===== config.mk =====
export PLATFORM = sky130hd
export DESIGN_NAME = instruction_state_encoder
export DESIGN_NICKNAME = d
export VERILOG_FILES = /design/src/hw/arm_decode_pkg.sv /design/src/hw/instruction_state_encoder.sv /design/src/hw/data_branch_block_decoder.sv /design/src/hw/misc_transfer_decoder.sv /design/src/hw/single_transfer_decoder.sv /design/src/hw/instruction_classifier.sv
export SDC_FILE = /design/constraint.sdc
export NUM_CORES = 1
export LEC_CHECK = 0
export BUFFER_PORTS_ARGS = -buffer_cell sky130_fd_sc_hd__buf_2
export CORE_MARGIN = 2
export CORE_UTILIZATION = 30
export CTS_CLUSTER_SIZE = 40
export DETAILED_ROUTE_END_ITERATION = 8
export GPL_ROUTABILITY_DRIVEN = 0
export PLACE_DENSITY = 0.45
export SYNTH_ARGS = -nofsm -noshare
export SYNTH_HDL_FRONTEND = slang
export SYNTH_SLANG_ARGS = --single-unit

===== constraint.sdc =====
create_clock -name clk -period 4.7 [get_ports clk]
set_input_delay 0.47 -clock clk [delete_from_list [all_inputs] [get_ports clk]]
set_output_delay 0.47 -clock clk [all_outputs]
set_load 0.01 [all_outputs]

===== src/hw/arm_decode_pkg.sv =====
package arm_decode_pkg;

    localparam int STATE_W = 10;

    typedef logic [STATE_W-1:0] state_t;    // Microcode state number

    typedef enum logic [2:0]
    {
        CLASS_SINGLE,
        CLASS_MISC,
        CLASS_TEST,
        CLASS_DATA,
        CLASS_BRANCH,
        CLASS_BLOCK,
        CLASS_UNKNOWN
    } instr_class_t;

    // Instruction bit positions
    localparam int BIT_P     = 24;    // Pre/post index
    localparam int BIT_U     = 23;    // Add/subtract offset
    localparam int BIT_B     = 22;    // Byte, or immediate for halfwords
    localparam int BIT_W     = 21;    // Writeback
    localparam int BIT_L     = 20;    // Load/store
    localparam int BIT_S     = 20;    // Set flags
    localparam int BIT_REG4  = 4;
    localparam int BIT_MISC7 = 7;

    localparam int OPC_HI  = 24;
    localparam int OPC_LO  = 21;
    localparam int TYPE_HI = 27;
    localparam int TYPE_LO = 25;

    localparam logic [2:0] TYPE_DP_REG = 3'b000;
    localparam logic [2:0] TYPE_DP_IMM = 3'b001;
    localparam logic [2:0] TYPE_LS_IMM = 3'b010;
    localparam logic [2:0] TYPE_LS_REG = 3'b011;
    localparam logic [2:0] TYPE_BLOCK  = 3'b100;
    localparam logic [2:0] TYPE_BRANCH = 3'b101;

    localparam state_t STATE_FETCH  = 1;
    localparam state_t STATE_DP_S   = 10;
    localparam state_t STATE_DP     = 11;
    localparam state_t STATE_B      = 12;
    localparam state_t STATE_BL     = 13;
    localparam state_t STATE_TEST   = 14;
    localparam state_t STATE_STM_IA = 234;    // Inc/dec after
    localparam state_t STATE_LDM_IA = 247;
    localparam state_t STATE_STM_IB = 239;    // Inc/dec before
    localparam state_t STATE_LDM_IB = 252;

    // Row order: byte add, byte sub, word add, word sub; store then load
    localparam state_t SINGLE_TABLE [48] = '{
        20, 66, 30, 74, 43, 85, 53, 93,    // Immediate, offset
        22, 68, 32, 76, 45, 87, 55, 95,    // Immediate, pre-indexed
        24, 70, 34, 78, 47, 89, 57, 97,    // Immediate, post-indexed
        21, 67, 31, 75, 44, 86, 54, 94,    // Register, offset
        23, 69, 33, 76, 46, 88, 56, 96,    // Register, pre-indexed (76 repeats)
        27, 72, 37, 80, 50, 91, 60, 99     // Register, post-indexed
    };

    // Columns: STRH, LDRD, STRD, LDRH, LDRSB, LDRSH
    localparam state_t MISC_TABLE [72] = '{
        104, 184, 207, 127, 146, 165,    // Immediate, offset, add
        114, 192, 217, 135, 154, 173,    // Immediate, offset, subtract
        106, 186, 209, 129, 148, 167,    // Immediate, pre-indexed, add
        116, 194, 219, 137, 156, 175,
        108, 188, 211, 131, 150, 169,    // Immediate, post-indexed, add
        118, 196, 221, 139, 158, 177,
        105, 185, 208, 128, 147, 166,    // Register, offset, add
        115, 193, 218, 136, 155, 174,
        107, 187, 210, 130, 149, 168,    // Register, pre-indexed, add
        117, 195, 220, 138, 157, 176,
        111, 190, 214, 133, 152, 171,    // Register, post-indexed, add
        121, 198, 224, 141, 160, 179
    };

    // 0 offset, 1 pre-indexed, 2 post-indexed
    function automatic logic [1:0] addr_mode(input logic p, input logic w);
        if (!p)
            return 2'd2;    // W has no effect when post-indexed
        return w ? 2'd1 : 2'd0;
    endfunction

endpackage

===== src/hw/instruction_state_encoder.sv =====
`timescale 1ns/1ns

module instruction_state_encoder
(
    input  logic                   clk,
    input  logic                   reset,
    input  logic [31:0]            instruction,
    output arm_decode_pkg::state_t state_number
);

    arm_decode_pkg::instr_class_t instr_class;
    arm_decode_pkg::state_t       single_state;
    arm_decode_pkg::state_t       misc_state;
    arm_decode_pkg::state_t       simple_state;
    arm_decode_pkg::state_t       next_state;
    logic                         misc_known;

    instruction_classifier i_classifier
    (
        .instruction (instruction),
        .instr_class (instr_class)
    );

    single_transfer_decoder i_single
    (
        .instruction (instruction),
        .state       (single_state)
    );

    misc_transfer_decoder i_misc
    (
        .instruction (instruction),
        .state       (misc_state),
        .misc_known  (misc_known)
    );

    data_branch_block_decoder i_simple
    (
        .instruction (instruction),
        .instr_class (instr_class),
        .state       (simple_state)
    );

    always_comb
    begin
        case (instr_class)
            arm_decode_pkg::CLASS_SINGLE: next_state = single_state;
            arm_decode_pkg::CLASS_MISC:
                next_state = misc_known ? misc_state : arm_decode_pkg::STATE_FETCH;
            arm_decode_pkg::CLASS_TEST,
            arm_decode_pkg::CLASS_DATA,
            arm_decode_pkg::CLASS_BRANCH,
            arm_decode_pkg::CLASS_BLOCK:  next_state = simple_state;
            default:                      next_state = arm_decode_pkg::STATE_FETCH;
        endcase
    end

    // Feeds the control unit state register
    always_ff @(posedge clk)
    begin
        if (reset)
            state_number <= arm_decode_pkg::STATE_FETCH;
        else
            state_number <= next_state;
    end

    // State 0 is not a valid microcode entry
    a_never_zero: assert property (@(posedge clk) disable iff (reset)
        state_number != '0);

    a_unknown_fetch: assert property (@(posedge clk) disable iff (reset)
        instr_class == arm_decode_pkg::CLASS_UNKNOWN |=>
            state_number == arm_decode_pkg::STATE_FETCH);

endmodule


===== src/hw/data_branch_block_decoder.sv =====
`timescale 1ns/1ns

module data_branch_block_decoder
(
    input  logic [31:0]                  instruction,
    input  arm_decode_pkg::instr_class_t instr_class,
    output arm_decode_pkg::state_t       state
);

    logic [1:0] block_sel;

    assign block_sel = {instruction[arm_decode_pkg::BIT_P], instruction[arm_decode_pkg::BIT_L]};

    always_comb
    begin
        case (instr_class)
            arm_decode_pkg::CLASS_TEST:
                state = arm_decode_pkg::STATE_TEST;
            arm_decode_pkg::CLASS_DATA:
            begin
                if (instruction[arm_decode_pkg::BIT_S])
                    state = arm_decode_pkg::STATE_DP_S;    // Flags updated
                else
                    state = arm_decode_pkg::STATE_DP;
            end
            arm_decode_pkg::CLASS_BRANCH:
            begin
                // Link bit shares position with P
                if (instruction[arm_decode_pkg::BIT_P])
                    state = arm_decode_pkg::STATE_BL;
                else
                    state = arm_decode_pkg::STATE_B;
            end
            arm_decode_pkg::CLASS_BLOCK:
            begin
                case (block_sel)
                    2'b00:   state = arm_decode_pkg::STATE_STM_IA;
                    2'b01:   state = arm_decode_pkg::STATE_LDM_IA;
                    2'b10:   state = arm_decode_pkg::STATE_STM_IB;
                    default: state = arm_decode_pkg::STATE_LDM_IB;
                endcase
            end
            default:
                state = arm_decode_pkg::STATE_FETCH;
        endcase
    end

endmodule


===== src/hw/misc_transfer_decoder.sv =====
`timescale 1ns/1ns

// Halfword, signed byte/halfword and doubleword transfers
module misc_transfer_decoder
(
    input  logic [31:0]           instruction,
    output arm_decode_pkg::state_t state,
    output logic                  misc_known
);

    logic [2:0] lsh;
    logic [2:0] access;     // Column in MISC_TABLE
    logic       reg_form;   // Bit 22 clear for register offset
    logic [1:0] mode;
    logic       is_sub;
    logic [6:0] idx;

    assign lsh = {instruction[arm_decode_pkg::BIT_L], instruction[6], instruction[5]};

    always_comb
    begin
        access     = 3'd0;
        misc_known = 1'b1;
        case (lsh)
            3'b001: access = 3'd0;    // STRH
            3'b010: access = 3'd1;    // LDRD
            3'b011: access = 3'd2;    // STRD
            3'b101: access = 3'd3;    // LDRH
            3'b110: access = 3'd4;    // LDRSB
            3'b111: access = 3'd5;    // LDRSH
            default:
            begin
                // 000 is SWP/MUL space and 100 has no handler
                misc_known = 1'b0;
            end
        endcase
    end

    assign reg_form = !instruction[arm_decode_pkg::BIT_B];
    assign mode     = arm_decode_pkg::addr_mode(instruction[arm_decode_pkg::BIT_P],
                                                instruction[arm_decode_pkg::BIT_W]);
    assign is_sub   = !instruction[arm_decode_pkg::BIT_U];

    // 36 per offset form, 12 per mode, 6 per direction
    always_comb
    begin
        idx = 7'd0;
        if (reg_form)
            idx = idx + 7'd36;
        case (mode)
            2'd1:    idx = idx + 7'd12;
            2'd2:    idx = idx + 7'd24;
            default: idx = idx;
        endcase
        if (is_sub)
            idx = idx + 7'd6;
        idx = idx + {4'b0000, access};
    end

    // Only valid while misc_known is high
    assign state = arm_decode_pkg::MISC_TABLE[idx];

endmodule


===== src/hw/single_transfer_decoder.sv =====
`timescale 1ns/1ns

// Word and unsigned byte LDR/STR. Class is checked by the caller.
module single_transfer_decoder
(
    input  logic [31:0]           instruction,
    output arm_decode_pkg::state_t state
);

    logic       reg_offset;    // Bit 25 set for register offset
    logic [1:0] mode;
    logic       is_word;
    logic       is_sub;
    logic       is_load;
    logic [5:0] idx;

    assign reg_offset = instruction[arm_decode_pkg::TYPE_LO];

    assign mode = arm_decode_pkg::addr_mode(instruction[arm_decode_pkg::BIT_P],
                                            instruction[arm_decode_pkg::BIT_W]);

    // Byte entries come first in each row
    assign is_word = !instruction[arm_decode_pkg::BIT_B];
    assign is_sub  = !instruction[arm_decode_pkg::BIT_U];    // Add first
    assign is_load = instruction[arm_decode_pkg::BIT_L];

    // 24 entries per offset kind, 8 per addressing mode
    always_comb
    begin
        idx = 6'd0;
        if (reg_offset)
            idx = idx + 6'd24;
        idx = idx + {1'b0, mode, 3'b000};
        idx = idx + {3'b000, is_word, is_sub, is_load};
    end

    assign state = arm_decode_pkg::SINGLE_TABLE[idx];

endmodule


===== src/hw/instruction_classifier.sv =====
`timescale 1ns/1ns

module instruction_classifier
(
    input  logic [31:0]                 instruction,
    output arm_decode_pkg::instr_class_t instr_class
);

    logic [2:0] itype;
    logic [3:0] opcode;
    logic       is_dp;

    assign itype  = instruction[arm_decode_pkg::TYPE_HI:arm_decode_pkg::TYPE_LO];
    assign opcode = instruction[arm_decode_pkg::OPC_HI:arm_decode_pkg::OPC_LO];
    assign is_dp  = (itype == arm_decode_pkg::TYPE_DP_REG) ||
                    (itype == arm_decode_pkg::TYPE_DP_IMM);

    // First match wins
    always_comb
    begin
        if ((itype == arm_decode_pkg::TYPE_LS_IMM) ||
            (itype == arm_decode_pkg::TYPE_LS_REG && !instruction[arm_decode_pkg::BIT_REG4]))
            instr_class = arm_decode_pkg::CLASS_SINGLE;
        else if (itype == arm_decode_pkg::TYPE_DP_REG &&
                 instruction[arm_decode_pkg::BIT_MISC7] &&
                 instruction[arm_decode_pkg::BIT_REG4])
            instr_class = arm_decode_pkg::CLASS_MISC;    // Halfword space inside DP
        else if (is_dp && opcode[3:2] == 2'b10)
            instr_class = arm_decode_pkg::CLASS_TEST;    // TST, TEQ, CMP, CMN
        else if (is_dp)
            instr_class = arm_decode_pkg::CLASS_DATA;
        else if (itype == arm_decode_pkg::TYPE_BRANCH)
            instr_class = arm_decode_pkg::CLASS_BRANCH;
        else if (itype == arm_decode_pkg::TYPE_BLOCK)
            instr_class = arm_decode_pkg::CLASS_BLOCK;
        else
            instr_class = arm_decode_pkg::CLASS_UNKNOWN;
    end

endmodule


==> impl_metrics.env <==
export IMPL_antennaDiodeCount=0
export IMPL_finalSetupViolCount=0
export IMPL_viasPerCell=5.81
export IMPL_wirelength_um=9500
export IMPL_firstDrtPassIters=5
export IMPL_die_height_um=102
export IMPL_cts_hold_fix_buffers=0
export IMPL_synthDistinctLibCells=73
export IMPL_reg_top3="state_number (8)"
export IMPL_fin_tns_setup_ps=0
export IMPL_ant_nets=0
export IMPL_dp_worst_setup_slack_ps=782
export IMPL_max_vdd_ir_drop_mv=0.0854
export IMPL_endpoint_kind="flip-flop"
export IMPL_maxCapViolations=0
export IMPL_crit_path_top_delay_cell="a221oi_1"
export IMPL_cts_root_buf="clkbuf_8"
export IMPL_crit_fanout=26
export IMPL_worstHoldStart="reset"
export IMPL_fmaxAchievable_ghz=0.265
export IMPL_slew_headroom_pct=44.9
export IMPL_max_slew_worst_pin_slew_ps=817
export IMPL_ys_seq_area_share_pct=5.59
export IMPL_fp_coreArea_um2=9240
export IMPL_cp_startpoint="instruction[23]"
export IMPL_wl_per_cell_um=17.2
export IMPL_drt_iter0_drc=245
export IMPL_slew_violations=0
export IMPL_hp_class="in -> reg"
export IMPL_cts_setup_buffers=0
export IMPL_fin_crit_ps=3780
export IMPL_grt_pass1_vias=2963
export IMPL_die_x_um=102
export IMPL_placed_cell_area_um2=3050
export IMPL_drive_gt1_share_pct=11.6
export IMPL_cts_sinks=8
export IMPL_clkTransAtPathRegs_ps=40
export IMPL_yosys_warnings=0
export IMPL_cts_htree_levels=1
export IMPL_min_period_over_period_pct=80.4
export IMPL_grt_max_degree=37
export IMPL_synth_async_reset_ratio_pct=0
export IMPL_final_cell_mix="nand2_1 (40), a21oi_1 (37), nor2_1 (32)"
export IMPL_antenna_found_initial=0
export IMPL_start_util_pct=31.0
export IMPL_status="finished, final reports clean"
export IMPL_synthesis_area_um2=2860
export IMPL_ys_dominant_reg_cell="dfxtp_1"
export IMPL_final_common_cell="nand2_1"
export IMPL_synthToLayoutAreaGrowth_pct=7.86
export IMPL_rsz0062_at_grt="false"
export IMPL_die_area_um2=10300
export IMPL_std_cell_rows=35
export IMPL_hold_slack_ps=573
export IMPL_synth_edf_count=0
export IMPL_numCtsBuffers=3
export IMPL_worst_setup_path_type="in -> reg"
export IMPL_cts_buffer_depth=2
export IMPL_crit_required_ps=4790
export IMPL_cpMostUsedCell="nand2_1"
export IMPL_final_nets=483
export IMPL_power_density_nw_per_um2=214
export IMPL_grt_usage_pct=18.8
export IMPL_portBuffers=21
export IMPL_gr_total_overflow=0
export IMPL_crit_path_start_kind="input port"
export IMPL_cts_resized=0
export IMPL_num_vias=3199
export IMPL_setup_slack_ps=920
export IMPL_crit_chain="buf_2 -> xor2_1 -> xnor2_1 -> ha_1 -> a21oi_1 -> mux2i_1 -> a221oi_1 -> nand2_1 -> a311oi_1 -> nand2_1 -> a41o_1"
export IMPL_hold_violations=0
export IMPL_crit_arrival_ps=3870
export IMPL_p_leak_uw=0.00120
export IMPL_cp_slowest_stage_delay_ps=530
export IMPL_n_fill_cell=1016
export IMPL_largest_register="state_number"
export IMPL_route_detailed_drc=0
export IMPL_ios=44
export IMPL_final_cell_area_um2=3090
export IMPL_grt_pass1_wl_um=15800
export IMPL_post_dp_hpwl_um=7170
export IMPL_synth_cells=421
export IMPL_ys_seq_elements=8
export IMPL_post_route_util_pct=33.4
export IMPL_largest_register_ffs=8
export IMPL_cts_tree="built"
export IMPL_syn_area_per_cell_um2=6.80
-- critical path, delay by kind of cell --
kind            cells  cell delay (ps)
simple gates        2              520
xor+xnor            2              370
fa+ha+maj           1              260
mux                 1              190
buf+inv             1              430
compound gates      4             1620
-- report_power, final --
group / total, µW / internal (µW) / leakage, µW / switching, µW
combinational: 508 / 187 / 0.00111 / 322
sequential: 73.5 / 72.7 / 0.0000658 / 0.763
clock: 78.6 / 55.2 / 0.0000216 / 23.5
-- per-layer routing --
layer / global-route usage (%) / vias to the layer above / wire length (µm) / part of all wire, %
li1: - / 1581 / - / -
met4: 3.53 / 0 / 97 / 1.0
met3: 1.66 / 11 / 498 / 5.2
met1: 27.3 / 1502 / 4600 / 48
met5: 0 / - / 0 / 0
met2: 30.4 / 105 / 4300 / 45
-- synth_stat cells, types with 4 or more instances --
| cell | number | area (µm²) |
|---|---|---|
| a211oi_1 | 15 | 113 |
| a21oi_1 | 37 | 185 |
| a22oi_1 | 4 | 30.0 |
| a31oi_1 | 10 | 62.6 |
| and2_1 | 5 | 31.3 |
| buf_1 | 4 | 15.0 |
| buf_2 | 6 | 30.0 |
| buf_4 | 5 | 37.5 |
| clkbuf_1 | 20 | 75.1 |
| dfxtp_1 | 8 | 160 |
| ha_1 | 23 | 288 |
| inv_1 | 19 | 71.3 |
| mux2i_1 | 6 | 60.1 |
| nand2_1 | 40 | 150 |
| nand2b_1 | 7 | 43.8 |
| nand3_1 | 7 | 35.0 |
| nor2_1 | 32 | 120 |
| nor2b_1 | 8 | 50.1 |
| nor3_1 | 18 | 90.1 |
| o211ai_1 | 12 | 90.1 |
| o21ai_0 | 30 | 150 |
| o22ai_1 | 6 | 37.5 |
| o31ai_1 | 5 | 37.5 |
| xnor2_1 | 7 | 61.3 |
-- through the flow --
step / total power [µW] / instances
floorplan: 450 / 422
global placement: 574 / 548
detailed placement: 576 / 548
CTS: 656 / 551
global route: 725 / 551
finish: 661 / 551
-- final cells by class --
class / instances / area [µm²] / share of cell area (%)
multi-input combinational: 354 / 2430 / 78.8
inverter: 22 / 82.6 / 2.67
clock buffer: 3 / 41.3 / 1.34
tap: 129 / 161 / 5.22
sequential: 8 / 160 / 5.18
timing repair buffer: 35 / 210 / 6.80
-- cell families after synthesis --
logic type | synth area share [%]
other cells | 0.131
compound gates | 41.6
buf+inv | 9.57
fa+ha+maj | 11.8
xor+xnor | 4.37
mux | 3.67
flops | 5.59
simple gates | 23.2
-- worst paths after layout --
kind	to	slack [ps]	depth (start not counted)
worst min-delay path	state_number[4]	570	4
worst max-delay path	state_number[0]	920	11
(Power assumes the default switching activity.)
